[src/source/mem2Pkg.sv]
`default_nettype none

// shared widths and encodings for the MEM2 stage
package mem2Pkg;

    // datapath word width
    parameter int DATA_W = 32;

    // byte address width, one full data word
    parameter int ADDR_W = DATA_W;

    // register file index, 32 architectural registers
    parameter int DST_W = 5;

    // writeback source select
    typedef enum logic [1:0] {
        // link address for jal / jalr
        WB_PC8  = 2'd0,
        // plain alu result
        WB_ALU  = 2'd1,
        // second operand, move-to style ops
        WB_OUTB = 2'd2,
        // extended load data
        WB_MEM  = 2'd3
    } WbSelT;

    // load extension rule, little endian
    typedef enum logic [2:0] {
        // full word, untouched
        LD_W  = 3'd0,
        // byte at addr[1:0], sign extended
        LD_B  = 3'd1,
        // byte at addr[1:0], zero extended
        LD_BU = 3'd2,
        // halfword at addr[1], sign extended
        LD_H  = 3'd3,
        // halfword at addr[1], zero extended
        LD_HU = 3'd4
    } LoadTypeT;

endpackage

`default_nettype wire

[src/source/mem2Writeback.sv]
`timescale 1ns/10ps
`default_nettype none

// consumer, load extension, result select, regfile write
module mem2Writeback import mem2Pkg::*; (
    input  wire logic              mem2Wr,
    input  wire logic              mem2Flush,
    input  wire logic              headValid,
    input  wire logic [DATA_W-1:0] headAluOut,
    input  wire logic [DATA_W-1:0] headPc,
    input  wire logic [DATA_W-1:0] headOutB,
    input  wire logic [DST_W-1:0]  headDst,
    input  wire WbSelT             headWbSel,
    input  wire LoadTypeT          headLoadType,
    input  wire logic              headRegWr,
    input  wire logic [DATA_W-1:0] headDmOut,
    output logic                   pop,
    output logic                   wbEn,
    output logic      [DST_W-1:0]  wbDst,
    output logic      [DATA_W-1:0] wbData,
    output logic      [DATA_W-1:0] mem2Result,
    output logic      [DST_W-1:0]  mem2Dst,
    output logic                   mem2RegWr
);

    logic [7:0]        ldByte;
    logic [15:0]       ldHalf;
    logic [DATA_W-1:0] ldData;
    logic [DATA_W-1:0] result;

    // little endian lane pick
    always_comb begin
        case (headAluOut[1:0])
            2'd0:    ldByte = headDmOut[7:0];
            2'd1:    ldByte = headDmOut[15:8];
            2'd2:    ldByte = headDmOut[23:16];
            default: ldByte = headDmOut[31:24];
        endcase
        ldHalf = headAluOut[1] ? headDmOut[31:16] : headDmOut[15:0];
    end

    // sign or zero extension
    always_comb begin
        case (headLoadType)
            LD_B:    ldData = {{(DATA_W - 8){ldByte[7]}}, ldByte};
            LD_BU:   ldData = {{(DATA_W - 8){1'b0}}, ldByte};
            LD_H:    ldData = {{(DATA_W - 16){ldHalf[15]}}, ldHalf};
            LD_HU:   ldData = {{(DATA_W - 16){1'b0}}, ldHalf};
            default: ldData = headDmOut;
        endcase
    end

    // writeback source
    always_comb begin
        case (headWbSel)
            // link address skips the delay slot
            WB_PC8:  result = headPc + DATA_W'(8);
            WB_ALU:  result = headAluOut;
            WB_OUTB: result = headOutB;
            default: result = ldData;
        endcase
    end

    // retire only when the stage is enabled
    assign pop  = headValid && mem2Wr && !mem2Flush;
    assign wbEn = pop && headRegWr;

    assign wbDst  = headDst;
    assign wbData = result;

    // bypass view, valid even while stalled
    assign mem2Result = result;
    assign mem2Dst    = headDst;
    assign mem2RegWr  = headValid && headRegWr;

endmodule

`default_nettype wire

[config.mk]
export PLATFORM = sky130hd
export DESIGN_NAME = mem2Writeback
export DESIGN_NICKNAME = d
export VERILOG_FILES = /design/src/source/mem2Pkg.sv /design/src/source/mem2Writeback.sv
export SDC_FILE = /design/constraint.sdc
export NUM_CORES = 1
export LEC_CHECK = 0
export ABC_AREA = 1
export BUFFER_PORTS_ARGS = -buffer_cell sky130_fd_sc_hd__buf_4
export CORE_UTILIZATION = 35
export DETAILED_ROUTE_END_ITERATION = 6
export PLACE_DENSITY = 0.75
export SLEW_MARGIN = 20
export SYNTH_ARGS = -nofsm -noshare
export SYNTH_HDL_FRONTEND = slang
export SYNTH_SLANG_ARGS = --single-unit
export TNS_END_PERCENT = 5
[constraint.sdc]
create_clock -name vclk -period 2
set_clock_uncertainty 0.2 [all_clocks]
set_input_delay 0.2 -clock vclk [all_inputs]
set_output_delay 0.2 -clock vclk [all_outputs]
set_load 0.005 [all_outputs]
After elaboration in Yosys (flattened, before gate mapping)
Cells that the tools add are included.
{"block": "word_totals", "romBits": 0, "latch_bits": 0, "n_memories": 0, "elab_cells": 20, "input_bits": 142, "out_inout_bits": 77, "regBits": 0, "mem_bits_rw": 0}
{"block": "op_classes", "div_mod_pow": 0, "mul": 0, "bitwise_logic": 0, "n_eq_ne": 8, "n_shift": 0, "mux": 4, "order_cmp": 0, "n_addsub": 1, "n_reduce_logical": 7}
{"operator": "32-bit case mux with 4 select lines", "count": 1}
{"operator": "32-bit case mux with 3 select lines", "count": 1}
{"operator": "32-bit by 4-bit adder with 32-bit output, second input constant", "count": 1}
{"operator": "8-bit case mux with 3 select lines", "count": 1}
{"operator": "16-bit two-way mux", "count": 1}
{"operator": "3-bit by 2-bit == test with 1-bit output, second input constant", "count": 2}
{"operator": "2-bit by 1-bit == test with 1-bit output, second input constant", "count": 2}
{"operator": "2-bit == test, second input constant", "count": 2}
{"operator": "1-bit logical AND", "count": 4}
{"operator": "2-bit logical NOT", "count": 2}
{"operator": "3-bit by 1-bit == test with 1-bit output, second input constant", "count": 1}
{"operator": "3-bit == test, second input constant", "count": 1}
{"operator": "1-bit logical NOT", "count": 1}

Depth between registers and ports, before layout
{"block": "depth", "depth_word": 4, "mapped_depth": 11, "ltp_nobuf": 10}

Worst setup path after synthesis
OpenSTA, ideal clock, no wires.
{"block": "synth_path", "path_type": "input-to-output", "start": "input port headPc[3]", "end": "output port wbData[9]", "slack_ns": 0.211, "t_arrival_ns": 1.389, "t_required_ns": 1.600, "path_buffers": 1, "stages": 9, "path_cell_list": "ha_1 > nand2_1 > nor2_2 > nand2_1 > inv_1 > or2_2 > a21oi_1 > nand2_1 > buf_4"}
{"block": "synth_via", "elab_chain_len": 2}
{"item": "start, declared", "line": "mem2Writeback.sv:10", "rtl": "input wire logic [DATA_W-1:0] headPc,"}
{"item": "32-bit by 4-bit adder with 32-bit output", "line": "mem2Writeback.sv:57", "rtl": "WB_PC8: result = headPc + DATA_W'(8);"}
{"item": "32-bit case mux with 3 select lines", "line": "mem2Writeback.sv:55", "rtl": "case (headWbSel)"}
{"item": "end, declared", "line": "mem2Writeback.sv:20", "rtl": "output logic [DATA_W-1:0] wbData,"}
Every way passes these cells.

Worst setup path after layout
{"block": "layout_path", "start": "input port headPc[3]", "end": "output port mem2Result[11]"}
{"block": "layout_via", "elab_chain_len": 2}
{"item": "32-bit by 4-bit adder with 32-bit output", "line": "mem2Writeback.sv:57"}
{"item": "32-bit case mux with 3 select lines", "line": "mem2Writeback.sv:55"}
{"item": "end, declared", "line": "mem2Writeback.sv:21", "rtl": "output logic [DATA_W-1:0] mem2Result,"}
Every way passes these cells.

==> metrics.cfg <==
[synth]
synth_top_cell_by_area=nand2_1
yosysWarnings=0
ys_types=29
synth.area.top_cells=nand2_1 (28%), nand3_1 (17%), buf_4 (11%), inv_1 (8.0%), nor2_1 (7.9%)
avgSynthCellArea_sq_um=4.83
syn-cell-area_sq_mm=0.00294
syn_nets=752
yosysSeqAreaShare=0
yosysTopAreaCellShare=0.278
netlist_instances=609

[finish]
mostFrequentLayoutCells=buf_4 (224), nand2_1 (217), nand3_1 (99), inv_1 (62), nor2_1 (56)
drive_gt1_frac=0.331
fin_cells=879
area_growth_syn_to_layout_pct=51.6
layout_commonest_cell=buf_4
nFlopsAndLatches=0
clkbuf_count=0
antenna_cells=0
layout.nets=919
regArea_sq_um=0

[routing]
drt-initial-drc-count=294
via_per_inst=5.13
drc=0
vias=4509
wire_per_inst_microns=15.2
drtAntennaViolNets=0
postRouteWirelength_microns=13300
drt_pass1_iterations=5

[critical_path]
cp_max_fo=4
end_kind=output port
cp.arrival_ns=1.49
cp_data_required_time_ns=1.60
crit_type=input port to output port
cp_slowest_stage_delay_ns=0.27
cp-start-kind=input port
crit_chain=buf_4 > ha_2 > nand2_2 > nor2_4 > nand2_1 > inv_1 > or2_2 > a21oi_1 > nand2_1 > buf_4
critPathSlowestCell=or2_2

[global_routing]
grt_pass1_wl_microns=19600
antenna_found_initial=0
globalRouteOverflowTotal=0
grtUsageTotal=0.284
grt_pass1_vias=3885
grt_max_degree=31

[power]
p_per_area_mw_per_mm2=240
leakagePower_nw=2.47
ir_drop_v=0.000171
total_power_mw=1.07

[placement]
gp_congestion=0.937
dp_cells=878
io_buffers=204
hpwl_microns=11300

[job]
drv_cap=0

[timing]
min_period_ns=1.89
max_freq_mhz=530
whs_ns=0.200
slew_headroom=0.666
rsz0062_at_grt=true
hold_viol_final=0
period_share=0.944
maxSlewViolCount=0
tightest_slew_ns=0.500
setup_viol=0

[floorplan]
start_util=0.360
row_count=33
chipWidth_microns=93.7
io_pins=219
die_h_microns=93.7
core_sq_mm=0.00818
die-area_sq_mm=0.00878

[run_status]
status=finished clean

[min_path]
hold_path_class=input port to output port

[cts]
cts_hold_buf=0

==> worst max-delay path: cells and delay by family <==
family                   cells  cell delay [ns]
AND/OR/NAND/NOR              5             0.62
adder cells (fa/ha/maj)      1             0.19
AO/OA/AOI/OAI                1             0.14
buffers and inverters        3             0.34
==> what timing repair did <==
item,4_1_cts,5_1_grt
setup endpoints to repair,0,43
gates resized for setup,0,12
setup buffers,0,1
==> Yosys cell counts <==
cell / instances
inv_1: 63
nand3b_1: 7
buf_2: 11
inv_2: 2
a21oi_1: 20
clkbuf_1: 7
nand2_2: 3
o21bai_1: 7
a221oi_1: 3
ha_1: 1
o21ai_0: 5
nor2_2: 3
nand4_1: 6
buf_4: 44
nor2_1: 62
nor3b_1: 1
a22o_1: 25
o211a_1: 1
nor3_1: 1
o21a_1: 1
o211ai_1: 5
or2_2: 7
buf_6: 2
or2_1: 1
nand3_1: 99
nand3_2: 1
a31oi_1: 2
nand2_1: 218
o21ai_4: 1
==> per-stage QoR <==
step	TNS (ns)	setup slack [ns]	instance area (sq um)	utilization
after detailed placement	0	0.0322	4420	0.541
final	0	0.111	4460	0.546
after CTS	0	0.0123	4420	0.541
after global routing	-0.168	-0.0349	4460	0.546
after global placement	0	0.0310	4420	0.541
after floorplan	0	0.211	2940	-
==> layer usage <==
metal  vias up  track usage  part of all wire
li1       2272            -                 -
met1      2026        0.374              0.43
met2       199        0.526              0.50
met3        12      0.00728             0.060
met4         0       0.0282             0.011
met5         -            0                 0
==> cell families after synthesis <==
| group | Yosys count | synth area share |
|---|---|---|
| adders and majority gates | 1 | 0.00425 |
| buffers and inverters | 129 | 0.230 |
| AOI/OAI and AO/OA | 70 | 0.172 |
| and+or+nand+nor | 409 | 0.593 |
==> final timing paths <==
check             startpoint  slack [ns]  cells past startpoint              to
setup / recovery   headPc[3]        0.11                     10  mem2Result[11]
hold / removal    headDst[0]        0.20                      0      mem2Dst[0]
==> report_power, final <==
group / internal [mW] / switching, mW
Clock: 0 / 0
Combinational: 0.558 / 0.515
Sequential: 0 / 0
==> area by class of cell <==
class	instances	area (sq um)
Fill cell	885	3710
Timing Repair Buffer	229	1780
Multi-Input combinational cell	480	2300
Inverter	65	244
Tap cell	105	131
Power figures use the tool's default switching activity.
