==> src/source/mem2Pkg.sv <==
`default_nettype none

// shared widths and encodings for the MEM2 stage
package mem2Pkg;

    // datapath word width
    parameter int DATA_W = 32;

    // byte address width, one full data word
    parameter int ADDR_W = DATA_W;

    // register file index, 32 architectural registers
    parameter int DST_W = 5;

    // writeback source select
    typedef enum logic [1:0] {
        // link address for jal / jalr
        WB_PC8  = 2'd0,
        // plain alu result
        WB_ALU  = 2'd1,
        // second operand, move-to style ops
        WB_OUTB = 2'd2,
        // extended load data
        WB_MEM  = 2'd3
    } WbSelT;

    // load extension rule, little endian
    typedef enum logic [2:0] {
        // full word, untouched
        LD_W  = 3'd0,
        // byte at addr[1:0], sign extended
        LD_B  = 3'd1,
        // byte at addr[1:0], zero extended
        LD_BU = 3'd2,
        // halfword at addr[1], sign extended
        LD_H  = 3'd3,
        // halfword at addr[1], zero extended
        LD_HU = 3'd4
    } LoadTypeT;

endpackage

`default_nettype wire

==> src/source/memIssue.sv <==
`timescale 1ns/10ps
`default_nettype none

// producer side, credit counter plus one stage of metadata
module memIssue import mem2Pkg::*; #(
    parameter int DEPTH = 4
) (
    input  wire logic              clk,
    input  wire logic              rstN,
    input  wire logic              mem2Flush,
    input  wire logic              inValid,
    input  wire logic [DATA_W-1:0] inAluOut,
    input  wire logic [DATA_W-1:0] inPc,
    input  wire logic [DATA_W-1:0] inOutB,
    input  wire logic [DST_W-1:0]  inDst,
    input  wire WbSelT             inWbSel,
    input  wire LoadTypeT          inLoadType,
    input  wire logic              inRegWr,
    input  wire logic              inStore,
    input  wire logic              creditReturn,
    input  wire logic [DATA_W-1:0] ramRdata,
    output logic                   inReady,
    output logic                   ramEn,
    output logic                   ramWe,
    output logic      [ADDR_W-1:0] ramAddr,
    output logic      [DATA_W-1:0] ramWdata,
    output logic                   push,
    output logic      [DATA_W-1:0] pushAluOut,
    output logic      [DATA_W-1:0] pushPc,
    output logic      [DATA_W-1:0] pushOutB,
    output logic      [DST_W-1:0]  pushDst,
    output WbSelT                  pushWbSel,
    output LoadTypeT               pushLoadType,
    output logic                   pushRegWr,
    output logic      [DATA_W-1:0] pushDmOut
);

    localparam int CNT_W = $clog2(DEPTH + 1);

    logic [CNT_W-1:0] credits;
    logic             accept;
    logic             stageValid;

    // no credit, no take; flush also blocks this cycle
    assign inReady = (credits != '0) && !mem2Flush;
    assign accept  = inValid && inReady;

    // memory access launched straight from the upstream fields
    assign ramEn    = accept;
    assign ramWe    = inStore;
    assign ramAddr  = inAluOut;
    assign ramWdata = inOutB;

    // spend on accept, refund on pop, refill on flush
    always_ff @(posedge clk) begin
        if (!rstN || mem2Flush) begin
            credits <= CNT_W'(DEPTH);
        end else begin
            credits <= credits + CNT_W'(creditReturn) - CNT_W'(accept);
        end
    end

    // one cycle valid, lines up with the ram read latency
    always_ff @(posedge clk) begin
        if (!rstN) begin
            stageValid <= 1'b0;
        end else begin
            stageValid <= accept;
        end
    end

    // payload only, captured with the access
    always_ff @(posedge clk) begin
        if (accept) begin
            pushAluOut   <= inAluOut;
            pushPc       <= inPc;
            pushOutB     <= inOutB;
            pushDst      <= inDst;
            pushWbSel    <= inWbSel;
            pushLoadType <= inLoadType;
            pushRegWr    <= inRegWr;
        end
    end

    // a flush in the push cycle drops the pending op
    assign push      = stageValid && !mem2Flush;
    // read data arrives exactly now
    assign pushDmOut = ramRdata;

endmodule

`default_nettype wire

==> config.mk <==
export PLATFORM = sky130hd
export DESIGN_NAME = memIssue
export DESIGN_NICKNAME = d
export VERILOG_FILES = /design/src/source/mem2Pkg.sv /design/src/source/memIssue.sv
export SDC_FILE = /design/constraint.sdc
export NUM_CORES = 1
export LEC_CHECK = 0
export BUFFER_PORTS_ARGS = -buffer_cell sky130_fd_sc_hd__buf_2
export CAP_MARGIN = 20
export CELL_PAD_IN_SITES_DETAIL_PLACEMENT = 1
export CELL_PAD_IN_SITES_GLOBAL_PLACEMENT = 1
export CORE_AREA = 2 2 138 140
export CTS_BUF_LIST = sky130_fd_sc_hd__clkbuf_8
export DETAILED_ROUTE_END_ITERATION = 8
export DIE_AREA = 0 0 140 142
export HOLD_SLACK_MARGIN = 0.05
export PLACE_DENSITY = 0.65
export SETUP_SLACK_MARGIN = 0.3
export SYNTH_ARGS = -nofsm -noshare
export SYNTH_HDL_FRONTEND = slang
export SYNTH_SLANG_ARGS = --single-unit
==> constraint.sdc <==
create_clock -name clk -period 10.65 [get_ports clk]
set_input_delay 0.5325 -clock clk [delete_from_list [all_inputs] [get_ports clk]]
set_output_delay 0.5325 -clock clk [all_outputs]
set_load 0.1 [all_outputs]
### After elaboration in Yosys (flattened, before gate mapping)

Index checks and enable logic that the tools add are counted.

| word-level totals | value |
|---|---|
| register bits | 111 |

| cells by class | value |
|---|---|
| reductions and logical operators | 7 |
| add/sub/neg operators | 2 |

Operator list:

| kind | count |
|---|---|
| adder 3 x 1 -> 3 bit | 1 |
| logical AND 1 bit | 3 |
| nonzero test 3 bit | 1 |
| subtractor 3 x 1 -> 3 bit | 1 |
| zero test 1 bit | 2 |
| logical OR 1 bit | 1 |

### Logic depth before layout (Yosys ltp)

| depth | value |
|---|---|
| word-level depth | 4 |
| gate-level depth with buffers | 9 |
| gate-level depth less buffers | 9 |

### Least setup slack after synthesis

No wires, ideal clock.

| path | value |
|---|---|
| path kind | input to register |
| from | input port mem2Flush |
| to | register credits[2] |
| stages | 8 |
| path slack | -2.134 ns |
| path buffers | 0 |
| arrival time | 12.662 ns |
| cell sequence | nor3b_1 -> ha_1 -> inv_1 -> ha_1 -> inv_1 -> fa_1 -> xnor3_1 -> nand2_1 |

| on the way | value |
|---|---|
| cells in the longest elaborated chain, start to end | 4 |
| elaborated cells between the ends (all ways) | 5 |
| those cells by class | add/sub (1); reduce/logical (4) |

Ends and longest elaborated chain:

| item | RTL line | source |
|---|---|---|
| from (decl) | memIssue.sv:10 | `input wire logic mem2Flush,` |
| zero test 1 bit | memIssue.sv:45 | `assign inReady = (credits != '0) && !mem2Flush;` |
| logical AND 1 bit | memIssue.sv:45 |  |
| logical AND 1 bit | memIssue.sv:46 | `assign accept = inValid && inReady;` |
| subtractor 3 x 1 -> 3 bit | memIssue.sv:59 | `credits <= credits + CNT_W'(creditReturn) - CNT_W'(accept);` |
| to (signal assigned) | memIssue.sv:57 | `credits <= CNT_W'(DEPTH);` |
| to (signal assigned) | memIssue.sv:59 |  |
| to (decl) | memIssue.sv:40 | `logic [CNT_W-1:0] credits;` |

Several ways; a longest one is shown, not always the timed one.
A chain may end at the register's enable or synchronous reset.

### Worst setup path in the final report

| path | value |
|---|---|
| from | register credits[1] |
| to | output port ramEn |

| on the way | value |
|---|---|
| cells in the longest elaborated chain, start to end | 3 |

Ends and longest elaborated chain:

| item | RTL line | source |
|---|---|---|
| nonzero test 3 bit | memIssue.sv:45 |  |
| logical AND 1 bit | memIssue.sv:45 |  |
| logical AND 1 bit | memIssue.sv:46 |  |
| to (decl) | memIssue.sv:23 | `output logic ramEn,` |

No other way between the ends.

==> key figures <==
Placement
  • Final GP Congestion: 0.788
  • Cell total after placement: 648
  • IO buf count: 285
  • Placed instance area: 0.00517 mm²
  • Post-DP HPWL: 9300 µm

Global route
  • First-pass GRT wire length: 16400 µm
  • Vias in the first global route: 2696
  • Gr usage total: 11.1%
  • Initial antenna violation count: 0
  • Grt ovf: 0
  • Largest net degree at the start of global routing: 56

Cells and area
  • Share of post-route cells with drive strength above 1: 70.5%
  • Layout Utilization: 29.1%
  • P&R area growth vs syn: 29.2%
  • Fill count: 2044
  • Area occupied by multi-input gates: 133 µm²
  • Fin nets: 573
  • Final std cells w/o fill: 664
  • Reg area: 0.00329 mm²
  • Diodes inserted: 0
  • Fin area: 0.00537 mm²

Routing
  • Drc violations: 26
  • Drt total wl: 11400 µm
  • Drt pass-1 iters: 9
  • Post-DR wirelength/cell: 17.2 µm
  • Final antenna-violating net count: 0
  • Iteration-0 DRC Markers: 134
  • Vias per cell: 3.71
  • Vias: 2466

Clock network
  • Worst-path clk slew: 0.12 ns
  • CTS-repair resized insts: 0
  • Post-CTS setup buffers: 0
  • CTS buffer count: 9
  • CTS root buf: clkbuf_8
  • Clk_lat worst skew: 0.38 ns
  • # hold bufs at CTS: 0
  • CTS Sinks: 111
  • CTS Buffer Depth: 2
  • CTS tree: done
  • Htree depth: 3

STA
  • Clock skew: 0.0107 ns
  • RSZ-0062 raised after global routing: false
  • Fin. Hold Viols: 0
  • TNS Setup: 0 ns
  • Fin crit share: 26.6%
  • Maximum clock frequency: 0.353 GHz
  • Max-slew headroom: 51.7%
  • Endpoints failing setup: 0
  • Pins Over Slew Limit: 0
  • Min Hold Slack: 0.318 ns
  • Fin crit period: 2.83 ns
  • Least-Margin Pin Slew: 0.725 ns

Setup path
  • R2R Path End: credits[2]$_SDFF_PP1_
  • Arrival time at the worst endpoint: 2.30 ns
  • Startpoint types: register
  • R2r startpoint: credits[1]$_SDFF_PP0_
  • Crit end category: output pin
  • CP max FO: 54
  • Reg2Reg Depth: 10
  • Reg2Reg Setup Slack: 7.91 ns
  • Crit Path Class: reg -> out
  • CP required: 10.12 ns

Worst hold path
  • Hold EP: pushPc[30]$_DFFE_PP_
  • Worst hold-check path type: in -> reg
  • Hold Path Stages: 1
  • Hold Crit Start: inPc[30]

Yosys
  • Yosys synthesis warning count: 0
  • Yosys reg bits: 111
  • Post-synth top area share: 77.3%
  • Gate Count Post-Synth: 224
  • Syn Area/Cell: 18.5 µm²
  • Sequential area share after synthesis: 79.3%
  • Post-synth EDFFs: 107
  • Synth Flop Type: edfxtp_1
  • Leading area contributor after synthesis: edfxtp_1
  • Post-Syn Nets: 372
  • Netlist cell types: 14
  • FFs w/ async S/R, synth: 0%
  • Main area contributors after synthesis: edfxtp_1 (77%), buf_4 (18%), dfxtp_1 (1.9%)
  • Synth Cell Area: 0.00415 mm²

Floorplanning
  • Die Width: 140 µm
  • Number of core rows: 50
  • Die height: 142 µm
  • Ports: 352
  • Die area: 0.0199 mm²
  • Core ar.: 0.0185 mm²
  • Effective utilization at floorplan: 22.5%

Power and ir drop
  • Worst VDD drop: 0.0000549 V
  • Leak pwr: 2.34 nW
  • Pwr dens: 201 mW/mm²

Status
  • Status: complete, but fails checks
  • Failing checks: design-rule violations

Job
  • Max cap viols: 0
-- cell usage in the layout (no fill, tap or decap) --
cell / netlist / layout
and2_1: 1 / 1
clkinv_8: 0 / 2
clkinv_4: 0 / 2
nor3b_4: 0 / 1
inv_1: 3 / 4
dfxtp_1: 4 / 4
nor2b_1: 3 / 3
buf_4: 97 / 2
xnor3_1: 1 / 1
inv_6: 0 / 2
ha_1: 2 / 2
nand2_1: 1 / 1
edfxtp_1: 107 / 107
and3b_1: 1 / 1
fa_1: 1 / 1
buf_2: 0 / 285
nor3_1: 1 / 1
nor2_1: 1 / 1
clkbuf_8: 0 / 9
-- power breakdown --
group	internal [W]	switching [W]
logic	0.0000401	0.000281
clock network	0.0000909	0.000155
registers	0.000505	0.00000571
total	0.000636	0.000442
-- registers in the layout (all words and copies together) (netlist names) --
| name | cells |
|---|---|
| pushAluOut | 32 |
| pushOutB | 32 |
| pushPc | 32 |
| pushDst | 5 |
| credits | 3 |
| pushLoadType | 3 |
| pushWbSel | 2 |
| pushRegWr | 1 |
| stageValid | 1 |
-- critical path, stage by stage (launching register included) --
cell	delay [ns]
dfxtp_1	0.43
nor3_1	0.13
nor3b_4	0.20
buf_4	0.56
buf_2	0.55
-- worst max-delay path by stage --
stage | from | endpoint | slack [ns] | cells past startpoint
6_report | credits[1]$_SDFF_PP0_ | ramEn | 7.82 | 4
5_1_grt | credits[1]$_SDFF_PP0_ | ramEn | 7.63 | 4
4_1_cts | credits[1]$_SDFF_PP0_ | ramEn | 7.74 | 4
3_5_place_dp | mem2Flush | credits[2]$_SDFF_PP1_ | 7.72 | 10
3_3_place_gp | mem2Flush | credits[2]$_SDFF_PP1_ | 7.91 | 10
2_1_floorplan | mem2Flush | credits[2]$_SDFF_PP1_ | 3.09 | 8
-- cell families (layout without fill, tap and decap cells) --
family	after synthesis	after routing	synth area share, %
xor+xnor	1	1	0.542
buf+inv	100	306	17.8
simple gates	9	9	1.30
fa+ha+maj	3	3	1.08
flops	111	111	79.3
-- through the flow --
step | total power [W] | worst slack [ns]
floorplan | 0.000859 | 3.09
CTS | 0.00110 | 7.74
detailed placement | 0.000845 | 7.72
global placement | 0.000840 | 7.91
global route | 0.00112 | 7.63
finish | 0.00108 | 7.82
-- cell usage after synthesis, types with 2 or more instances --
library cell,instances
inv_1,3
nor2b_1,3
buf_4,97
edfxtp_1,107
dfxtp_1,4
ha_1,2
-- layer usage --
layer,up-vias,share of wire (%),wire length [µm],GRT usage (%)
met2,168,52,5920,19.5
met4,0,1.6,187,4.25
met3,27,11,1260,4.48
li1,1093,-,-,-
met1,1178,36,4060,12.0
met5,-,0,0,0
-- final cells by class --
cell class	count	area share, %
Sequential cell	111	61.4
Timing Repair Buffer	287	26.9
Tap cell	234	5.46
Clock inverter	7	1.33
Inverter	3	0.210
Multi-Input combinational cell	13	2.47
Clock buffer	9	2.31
Power figures use the tool's default switching activity.
