==> src/source/mem2Pkg.sv <==
`default_nettype none

// shared widths and encodings for the MEM2 stage
package mem2Pkg;

    // datapath word width
    parameter int DATA_W = 32;

    // byte address width, one full data word
    parameter int ADDR_W = DATA_W;

    // register file index, 32 architectural registers
    parameter int DST_W = 5;

    // writeback source select
    typedef enum logic [1:0] {
        // link address for jal / jalr
        WB_PC8  = 2'd0,
        // plain alu result
        WB_ALU  = 2'd1,
        // second operand, move-to style ops
        WB_OUTB = 2'd2,
        // extended load data
        WB_MEM  = 2'd3
    } WbSelT;

    // load extension rule, little endian
    typedef enum logic [2:0] {
        // full word, untouched
        LD_W  = 3'd0,
        // byte at addr[1:0], sign extended
        LD_B  = 3'd1,
        // byte at addr[1:0], zero extended
        LD_BU = 3'd2,
        // halfword at addr[1], sign extended
        LD_H  = 3'd3,
        // halfword at addr[1], zero extended
        LD_HU = 3'd4
    } LoadTypeT;

endpackage

`default_nettype wire

==> src/source/mem2Queue.sv <==
`timescale 1ns/10ps
`default_nettype none

// MEM2 register as a small in-order circular buffer
module mem2Queue import mem2Pkg::*; #(
    parameter int DEPTH = 4
) (
    input  wire logic              clk,
    input  wire logic              rstN,
    input  wire logic              mem2Flush,
    input  wire logic              push,
    input  wire logic [DATA_W-1:0] pushAluOut,
    input  wire logic [DATA_W-1:0] pushPc,
    input  wire logic [DATA_W-1:0] pushOutB,
    input  wire logic [DST_W-1:0]  pushDst,
    input  wire WbSelT             pushWbSel,
    input  wire LoadTypeT          pushLoadType,
    input  wire logic              pushRegWr,
    input  wire logic [DATA_W-1:0] pushDmOut,
    input  wire logic              pop,
    output logic                   headValid,
    output logic      [DATA_W-1:0] headAluOut,
    output logic      [DATA_W-1:0] headPc,
    output logic      [DATA_W-1:0] headOutB,
    output logic      [DST_W-1:0]  headDst,
    output WbSelT                  headWbSel,
    output LoadTypeT               headLoadType,
    output logic                   headRegWr,
    output logic      [DATA_W-1:0] headDmOut,
    output logic                   creditReturn
);

    localparam int PTR_W = (DEPTH > 1) ? $clog2(DEPTH) : 1;
    localparam int CNT_W = $clog2(DEPTH + 1);

    // entry storage, one array per field
    logic [DATA_W-1:0] aluOutMem   [DEPTH];
    logic [DATA_W-1:0] pcMem       [DEPTH];
    logic [DATA_W-1:0] outBMem     [DEPTH];
    logic [DST_W-1:0]  dstMem      [DEPTH];
    WbSelT             wbSelMem    [DEPTH];
    LoadTypeT          loadTypeMem [DEPTH];
    logic              regWrMem    [DEPTH];
    logic [DATA_W-1:0] dmOutMem    [DEPTH];

    logic [PTR_W-1:0] wrPtr;
    logic [PTR_W-1:0] rdPtr;
    logic [CNT_W-1:0] count;
    logic             doPush;
    logic             doPop;

    // flush wins over both ends
    assign doPush = push && !mem2Flush;
    assign doPop  = pop && headValid && !mem2Flush;

    // one credit back per retired entry
    assign creditReturn = doPop;

    // pointers and occupancy
    always_ff @(posedge clk) begin
        if (!rstN || mem2Flush) begin
            wrPtr <= '0;
            rdPtr <= '0;
            count <= '0;
        end else begin
            if (doPush) begin
                wrPtr <= (wrPtr == PTR_W'(DEPTH - 1)) ? '0 : wrPtr + 1'b1;
            end
            if (doPop) begin
                rdPtr <= (rdPtr == PTR_W'(DEPTH - 1)) ? '0 : rdPtr + 1'b1;
            end
            // push and pop together leave count alone
            count <= count + CNT_W'(doPush) - CNT_W'(doPop);
        end
    end

    // write the tail slot
    always_ff @(posedge clk) begin
        if (doPush) begin
            aluOutMem[wrPtr]   <= pushAluOut;
            pcMem[wrPtr]       <= pushPc;
            outBMem[wrPtr]     <= pushOutB;
            dstMem[wrPtr]      <= pushDst;
            wbSelMem[wrPtr]    <= pushWbSel;
            loadTypeMem[wrPtr] <= pushLoadType;
            regWrMem[wrPtr]    <= pushRegWr;
            dmOutMem[wrPtr]    <= pushDmOut;
        end
    end

    // head view
    assign headValid    = (count != '0);
    assign headAluOut   = aluOutMem[rdPtr];
    assign headPc       = pcMem[rdPtr];
    assign headOutB     = outBMem[rdPtr];
    assign headDst      = dstMem[rdPtr];
    assign headWbSel    = wbSelMem[rdPtr];
    assign headLoadType = loadTypeMem[rdPtr];
    assign headRegWr    = regWrMem[rdPtr];
    assign headDmOut    = dmOutMem[rdPtr];

endmodule

`default_nettype wire

==> config.mk <==
export PLATFORM = sky130hd
export DESIGN_NAME = mem2Queue
export DESIGN_NICKNAME = d
export VERILOG_FILES = /design/src/source/mem2Pkg.sv /design/src/source/mem2Queue.sv
export SDC_FILE = /design/constraint.sdc
export NUM_CORES = 1
export LEC_CHECK = 0
export BUFFER_PORTS_ARGS = -buffer_cell sky130_fd_sc_hd__buf_2
export CAP_MARGIN = 20
export CORE_UTILIZATION = 51
export DETAILED_ROUTE_END_ITERATION = 10
export PLACE_DENSITY_LB_ADDON = 0.12
export SETUP_SLACK_MARGIN = 0.3
export SLEW_MARGIN = 30
export SYNTH_ARGS = -nofsm -noshare
export SYNTH_HDL_FRONTEND = slang
export SYNTH_SLANG_ARGS = --single-unit
==> constraint.sdc <==
create_clock -name clk -period 4.9 [get_ports clk]
set_clock_uncertainty 0.2 [all_clocks]
set_input_delay 0.735 -clock clk [delete_from_list [all_inputs] [get_ports clk]]
set_output_delay 0.735 -clock clk [all_outputs]
set_load 0.05 [all_outputs]
* Word level (Yosys, flattened, before mapping)
Memory sizes are Yosys's and may differ from the RTL's. A register that Yosys moved wholly into a read port is not among the register bits.
Index checks and enable logic that the tools add are counted.
** Word-level totals
- Memory bits (writable) :: 556
- Register bits after elaboration :: 7
- Memories :: 8
- Input bits :: 144
** Memory list
- aluOutMem :: words 4, bits a word 32, rd ports 1, clocked after Yosys merged registers in 1, wr ports 1, line mem2Queue.sv:37 : logic [DATA_W-1:0] aluOutMem [DEPTH];
- dmOutMem :: words 4, bits a word 32, rd ports 1, clocked after Yosys merged registers in 1, wr ports 1, line mem2Queue.sv:44 : logic [DATA_W-1:0] dmOutMem [DEPTH];
- outBMem :: words 4, bits a word 32, rd ports 1, clocked after Yosys merged registers in 1, wr ports 1, line mem2Queue.sv:39 : logic [DATA_W-1:0] outBMem [DEPTH];
- pcMem :: words 4, bits a word 32, rd ports 1, clocked after Yosys merged registers in 1, wr ports 1, line mem2Queue.sv:38 : logic [DATA_W-1:0] pcMem [DEPTH];
- dstMem :: words 4, bits a word 5, rd ports 1, clocked after Yosys merged registers in 1, wr ports 1, line mem2Queue.sv:40 : logic [DST_W-1:0] dstMem [DEPTH];
- loadTypeMem :: words 4, bits a word 3, rd ports 1, clocked after Yosys merged registers in 1, wr ports 1, line mem2Queue.sv:42 : LoadTypeT loadTypeMem [DEPTH];
- 2 more memories
** Cells by class
- Reductions and logical operators :: 7
- Add/sub/neg operators :: 4
- Eq/ne operators :: 2
- Mux-type cells :: 20
** Operators with widths (count)
- $mux 2 :: 18
- $add 2x1->2 const B :: 2
- $eq 2x2->1 const B :: 2
- $add 3x1->3 :: 1
- $logic_and 1x1->1 :: 3
- $reduce_bool 3->1 :: 1
- $sub 3x1->3 :: 1
- $logic_not 1->1 :: 2
- $mux 1 :: 2
- $logic_or 1x1->1 :: 1

* Depth between registers and ports, before layout
Gate-level depths: netlist of run 1.
- Depth in word-level cells :: 5
- Gate-level depth with buffers :: 10
- Mapped depth without buffers :: 10

* Least setup slack after synthesis of run 1
OpenSTA, ideal clock, no wires.
- Path kind :: input to register
- Start :: input port push
- End :: memory aluOutMem[0][0], enable pin
- Stages :: 2
- Setup time :: 0.515 ns
- Data required time :: 4.185 ns
- Buffers on the path :: 0
- Arrival :: 4.171 ns
- Setup slack :: 0.014 ns
- Cells stage by stage :: nor2b_1 > and2_1
** On the way
- Cells in the longest elaborated chain, start to end :: 3
** Ends and longest elaborated chain
- start, declared :: line mem2Queue.sv:11 : input wire logic push,
- $logic_and 1x1->1 :: line mem2Queue.sv:53 : assign doPush = push && !mem2Flush;
- $mux 1 :: line mem2Queue.sv:79 : if (doPush) begin
- $mux 1 (implied by the code) :: line mem2Queue.sv:80 : aluOutMem[wrPtr] <= pushAluOut;
- end, declared :: line mem2Queue.sv:37
Every way passes these cells.

==> results of run 1 <==
[stage by stage]
stage / total power [uW] / instance area (um2) / hold WS, ns / instances
global route: 10380 / 24460 / 0.1308 / 1675
CTS: 10180 / 24460 / 0.1215 / 1675
detailed placement: 6012 / 22660 / 0.2950 / 1575
global placement: 6003 / 22660 / 0.2840 / 1575
floorplan: 5820 / 20540 / 0.2626 / 776
finish: 10080 / 24460 / 0.1544 / 1675
[report_power, final]
group | leakage [uW] | switching [uW] | internal (uW)
logic | 0.00210 | 348 | 143
registers | 0.00513 | 18.4 | 5390
clock network | 0.000884 | 1680 | 2500
[worst reg2reg max path, stage by stage, from the launching register on]
cell,delay [ns]
dfxtp_1,0.35
or3_1,0.43
and2_1,0.22
ha_1,0.29
inv_1,0.06
ha_1,0.13
inv_1,0.05
fa_1,0.40
xor2_1,0.16
and2_1,0.16
nor3_1,0.11
[area by class of cell]
type                            instances  area [um2]
Clock buffer                           66        1438
Multi-Input combinational cell        175        3410
Timing Repair Buffer                  305        1692
Clock inverter                         34       360.3
Inverter                                5       18.77
Tap cell                              525       656.9
Sequential cell                       565       16880
Fill cell                            2825       15270
[cell usage in the layout (no fill, tap or decap), drive strengths merged, types with 2 or more instances in the layout]
| master | count |
|---|---|
| and2 | 7 |
| buf | 305 |
| bufinv | 8 |
| clkbuf | 66 |
| clkinv | 24 |
| dfxtp | 9 |
| edfxtp | 556 |
| ha | 7 |
| inv | 6 |
| mux2i | 2 |
| mux4 | 139 |
| nand2 | 2 |
| nand4 | 2 |
| nor2 | 6 |
| nor2b | 3 |
| o21ai | 2 |
[per-layer routing]
layer  up-vias  global-route usage (%)  share of wire, %
met3        52                   5.377               7.3
met2       237                   31.32                51
li1       4027                       -                 -
met4         8                   5.908               1.8
met1      4709                   25.10                40
met5         -                       0              0.15
[state kept, by name, indices dropped and copies added (netlist names), named ones only]
name         count
count            3
regWrMem         4
rdPtr            2
wbSelMem         8
dmOutMem       128
loadTypeMem     12
wrPtr            2
dstMem          20
pcMem          128
outBMem        128
aluOutMem      128
[worst paths after layout]
check                             endpoint  slack [ns]  depth (start not counted)
hold reg to reg                  flip-flop        0.31                          2
setup / recovery                headPc[27]        1.33                          3
hold / removal    outBMem[3][21]$_DFFE_PP_        0.15                          1
setup reg to reg       count[2]$_SDFF_PP0_        2.27                         10
[logic make-up (layout without fill, tap and decap cells)]
family,after synthesis,after routing
AO/OA/AOI/OAI,2,2
XOR/XNOR,1,1
adder cells (fa/ha/maj),8,8
buffers and inverters,36,410
flip-flops,565,565
multiplexers,141,141
AND/OR/NAND/NOR,23,23
==> results.md, run 1 <==
- Die area: 41080 um2
- Worst Path Buf+Inv: 2
- P&R area growth vs syn: 19.09%
- Pins over their slew limit: 0
- Slack of the critical path: approximately 1.3 ns
- Min-delay worst type: in2reg
- Critical-path cell list: buf_4 > mux4_2 > buf_2
- Delay-heaviest family, CP: flip-flops
- Vias per inst: 5.393
- Worst Path Required: 3.96 ns
- Post-Syn Area: 20540 um2
- Largest net degree at the start of global routing: 81
- Setup_tns: 0 ns
- Post-CTS setup buffer count: 0
- Peak VDD IR: 0.3435 mV
- Post-DRT Antenna Nets: 0
- Cell count after synthesis: 776
- #FFs+latches synth: 565
- Die H: 202.7 um
- Area leader, netlist: edfxtp_1
- CTS sink count: approximately 570
- Post-Synth XOR/XNOR Area: 0.04264%
- Post-synth EDFFs: 556
- Simple-Gate Fraction of Synth Area: 0.5970%
- GRT overflow: 0
- Reg2reg start: count[1]$_SDFF_PP0_
- Rows: 73
- Final Hold Viols: 0
- Power Density: 412.0 nW/um2
- Synth warn: 0
- Pre-CTS worst setup slack: about 1.8 ns
- Startpoint Class: flip-flop
- I/O Buffers: 284
- Cell with the most instances after synthesis: edfxtp_1
- Largest family of logic cells by synthesized area: multiplexers
- Fmax: between 0.2 and 0.3 GHz
- HPWL after DPL: 23810 um
- Async set-reset flop share out of synthesis: 0%
- Slowest Stage Delay on Critical Path: 0.85 ns
- Data arrival, critical path: 2.64 ns
- Drt first pass iters: 4
- CP endpoint kind: output port
- Share of cells above drive strength 1: 45.91%
- WS Path Type: reg2out
- Commonest cells post-synth: edfxtp_1, mux4_2, buf_6, buf_2, dfxtp_1
- Compound-cell area share of the yosys netlist: 0.04874%
- All-layer global routing usage: between 10% and 20%
- N_diodes: 0
- Final core occ: 61.56%
- Setup violations, final: 0
- CORE AREA: 39730 um2
- DRC viols: 0
- Final-stage net count: 1258
- Leak pwr: 0.008112 uW
- Adder-Cell Fraction of Synth Area: 0.5239%
- Net Count, Synth: 928
- Final WL: 38330 um
- Worst-case clock buffer depth: 3
- Hold Startpoint: pushOutB[21]
- Top FF cell, synth: edfxtp_1
- CTS clk-pin slew, worst paths: 0.06 ns
- Sequential area share after synthesis: 82.17%
- Mapped Avg Cell Area: 26.47 um2
- CTS Hold Buffers Added: 0
- Post_cts resized: 0
- # IOs: 285
- Min Tclk post-route: 3.574 ns
- Slew @ Worst Pin: 0.9065 ns
- Post-synth top area share: 81.29%
- Vias in the first global route: 9535
- Headroom to the max-slew limit: 39.57%
- Initial antenna violation count: 4
- Clock Latency Late Sink: 0.58 ns
- Main area contributors after synthesis: edfxtp_1, mux4_2, dfxtp_1
- Mux contribution to synthesized area: 15.34%
- Number of buffers created by CTS: 54
- Unique masters post-synth: 22
- Clk root buf: clkbuf_16
- Drt first-iter violations: around 500
- Gpl congestion: 0.7082
- CTS tree: done
- RSZ-0062 raised after global routing: false
- Worst-path fanout max: 37
- # H-tree levels: 2
- DIE WIDTH: 202.7 um
- Outcome: finished, final reports clean
- Global-route wire length before repair: 58010 um
- WL per Instance: 22.88 um
- Max Cap Viol: 0
- Vias post-DR: 9033
- Period utilization: 72.93%
- Critical-path top delay cell: dfxtp_4
- Initial core utilization: 51.69%
(Power assumes the default switching activity.)
==> inputs of run 2 (changes only) <==
- CORE_UTILIZATION: 51 -> 55
- clock period: 4.9 -> 3.6 ns (I/O delays scaled with it)
==> run 2 against run 1 <==
  * Largest power group unchanged
  * Setup slack worse by 0.82 ns
  * Global-route usage is 2.1 points higher
  * Highest routed layer is now met4
  * First-iteration DRC count is 29% higher
  * Cell area is 5.6% higher
  * Power is 37% higher
  * Non-clock buffer count is 142 higher
==> results.md, run 2 (synthesized netlist as in run 1, its figures left out) <==
- HPWL after DPL: 24080 um (+1.1%)
- Layout Cells excl Fill: 1762 (+5.2%)
- Worst Path Required: 2.86 ns (-1.10 ns)
- Clock Power Share: 40.6% (-0.8 points)
- Peak VDD IR: 0.4656 mV (+36%)
- Setup violations, final: 0 (unchanged)
- Critical-path top delay cell: mux4_2
- Power Density: 532.3 nW/um2 (+29%)
- Reg2Reg Depth: 10 (unchanged)
- Final Hold Viols: 0 (unchanged)
- # fillers: 2205 (-22%)
- # H-tree levels: 2 (unchanged)
- Rows: 70 (-4.1%)
- Worst r2r dst: count[2]$_SDFF_PP0_
- Max Cap Viol: 0 (unchanged)
- Worst-path fanout max: 48 (+30%)
- DIE WIDTH: 195.2 um (-3.7%)
- Leak pwr: 0.008708 uW (+7.4%)
- Outcome: finished, final reports clean
- Final-stage net count: 1401 (+11%)
- Clock Latency Late Sink: 0.58 ns (about the same)
- Number of buffers created by CTS: 55 (+1.9%)
- CTS clk-pin slew, worst paths: 0.06 ns (about the same)
- Sw power: 2796 uW (+37%)
- Post-CTS setup buffer count: 0 (unchanged)
- Share of cells above drive strength 1: 41.13% (-4.8 points)
- P&R area growth vs syn: 25.80%
- Slew @ Worst Pin: 0.6164 ns (-0.2901 ns)
- GRT overflow: 0 (unchanged)
- Initial antenna violation count: 3 (-1)
- WL per Instance: 22.35 um (-2.3%)
- Die H: 195.2 um (-3.7%)
- # IOs: 285 (unchanged)
- Final WL: 39380 um (+2.7%)
- Drt first-iter violations: 650 (+29%)
- Global-route wire length before repair: 60620 um (+4.5%)
- Min-delay worst type: in2reg
- I/O Buffers: 284 (unchanged)
- Vias post-DR: 9727 (+7.7%)
- Commonest non-fill, non-tap cell in the layout: edfxtp_1
- Slowest Stage Delay on Critical Path: 0.61 ns (-0.24 ns)
- RSZ-0062 raised after global routing: false
- CORE AREA: 36700 um2 (-7.6%)
- Worst-case clock buffer depth: 3 (unchanged)
- Vias in the first global route: 10828 (+14%)
- Setup_tns: 0 ns (unchanged)
- Crit path to: headPc[18]
- Vias per inst: 5.520 (+2.4%)
- Startpoint Class: flip-flop
- Pwr Total: 13750 uW (+37%)
- Comb pwr share: 5.8% (+0.9 points)
- Post_cts resized: 0 (unchanged)
- Fmax: 0.3231 GHz
- Final core occ: 70.41% (+8.8 points)
- Clk root buf: clkbuf_16
- Critical-path cell list: buf_12 > mux4_2 > buf_2
- Reg2reg start: count[1]$_SDFF_PP0_
- CTS tree: done
- Pins over their slew limit: 0 (unchanged)
- Seq pwr share: 53.5% (-0.2 points)
- Commonest non-fill, non-tap cells in the layout: edfxtp_1, buf_2, mux4_2, dlygate4sd3_1, clkbuf_16
- Drt first pass iters: 5 (+1)
- WS Path Type: reg2out
- Placed cells: 1521 (-3.4%)
- Period utilization: 85.98%
- CTS sink count: 565 (unchanged)
- Headroom to the max-slew limit: 58.91% (+19 points)
- Gpl congestion: 0.7663 (+8.2%)
- CP endpoint kind: output port
- Largest net degree at the start of global routing: 59 (-27%)
- Power Internal: 10960 uW (+36%)
- DRC viols: 0 (unchanged)
- Die area: 38120 um2 (-7.2%)
- Switching Share: 20.33% (+0.036 points)
- Data arrival, critical path: 2.36 ns (-0.28 ns)
- Min Tclk post-route: 3.095 ns
- Post-DRT Antenna Nets: 0 (unchanged)
- All-layer global routing usage: 21.24% (+2.1 points)
- R2r setup slk: 1.00 ns (-1.27 ns)
- Initial core utilization: 55.97% (+4.3 points)
## run 2: per-layer routing
metal	track usage, %	part of all wire (%)
met5	0	0
met4	7.378	2.6
met3	5.561	7.2
met2	34.81	50
met1	27.90	40
## run 2: area by class of cell
class | instances | area (um2) | share of cell area, %
antenna | 3 | 7.507 | 0.02906
timing repair buffer | 447 | 3156 | 12.21
tap | 468 | 585.6 | 2.266
inverter | 5 | 18.77 | 0.07264
sequential | 565 | 16880 | 65.35
clock buffer | 75 | 1534 | 5.937
multi-input combinational | 175 | 3410 | 13.20
clock inverter | 24 | 242.7 | 0.9395
## run 2: power groups by stage
stage | combinational (uW) | clock (uW) | sequential [uW]
after floorplan | 419 | 0 | 7500
after global placement | 670 | 0 | 7500
after detailed placement | 683 | 0 | 7500
after CTS | 809 | 5720 | 7360
after global routing | 848 | 5940 | 7370
final | 803 | 5590 | 7360
## run 2: worst min path at each step
stage | from | end | slack, ns | cells after the start
after floorplan | rdPtr[1]$_SDFFE_PP0N_ | flip-flop | 0.26 | 2
after detailed placement | rdPtr[1]$_SDFFE_PP0N_ | flip-flop | 0.30 | 2
after CTS | push | wrPtr[0]$_SDFFE_PP0P_ | 0.04 | 3
final | push | wrPtr[0]$_SDFFE_PP0P_ | 0.06 | 3
after global routing | push | wrPtr[0]$_SDFFE_PP0P_ | 0.07 | 3
after global placement | count[2]$_SDFF_PP0_ | count[2]$_SDFF_PP0_ | 0.30 | 2
## run 2: timing repair
item,4_1_cts,5_1_grt
endpoints found under the hold margin,556,0
hold buffers,139,0
endpoints found under the setup margin,0,0
## run 2: worst max-delay path: cells and delay by family, from the launching register on
| family | cells | cell delay, ns |
|---|---|---|
| DFF | 1 | 0.50 |
| buffers and inverters | 2 | 0.63 |
| muxes | 1 | 0.61 |
## run 2: stage by stage
step	hold WS, ns	cell area [um2]	setup WS (ns)
floorplan	0.2626	20540	0.4604
global placement	0.2987	22660	0.9544
detailed placement	0.2992	22660	0.9108
CTS	0.03565	25830	0.4193
global route	0.06533	25840	0.3726
finish	0.06395	25840	0.5046
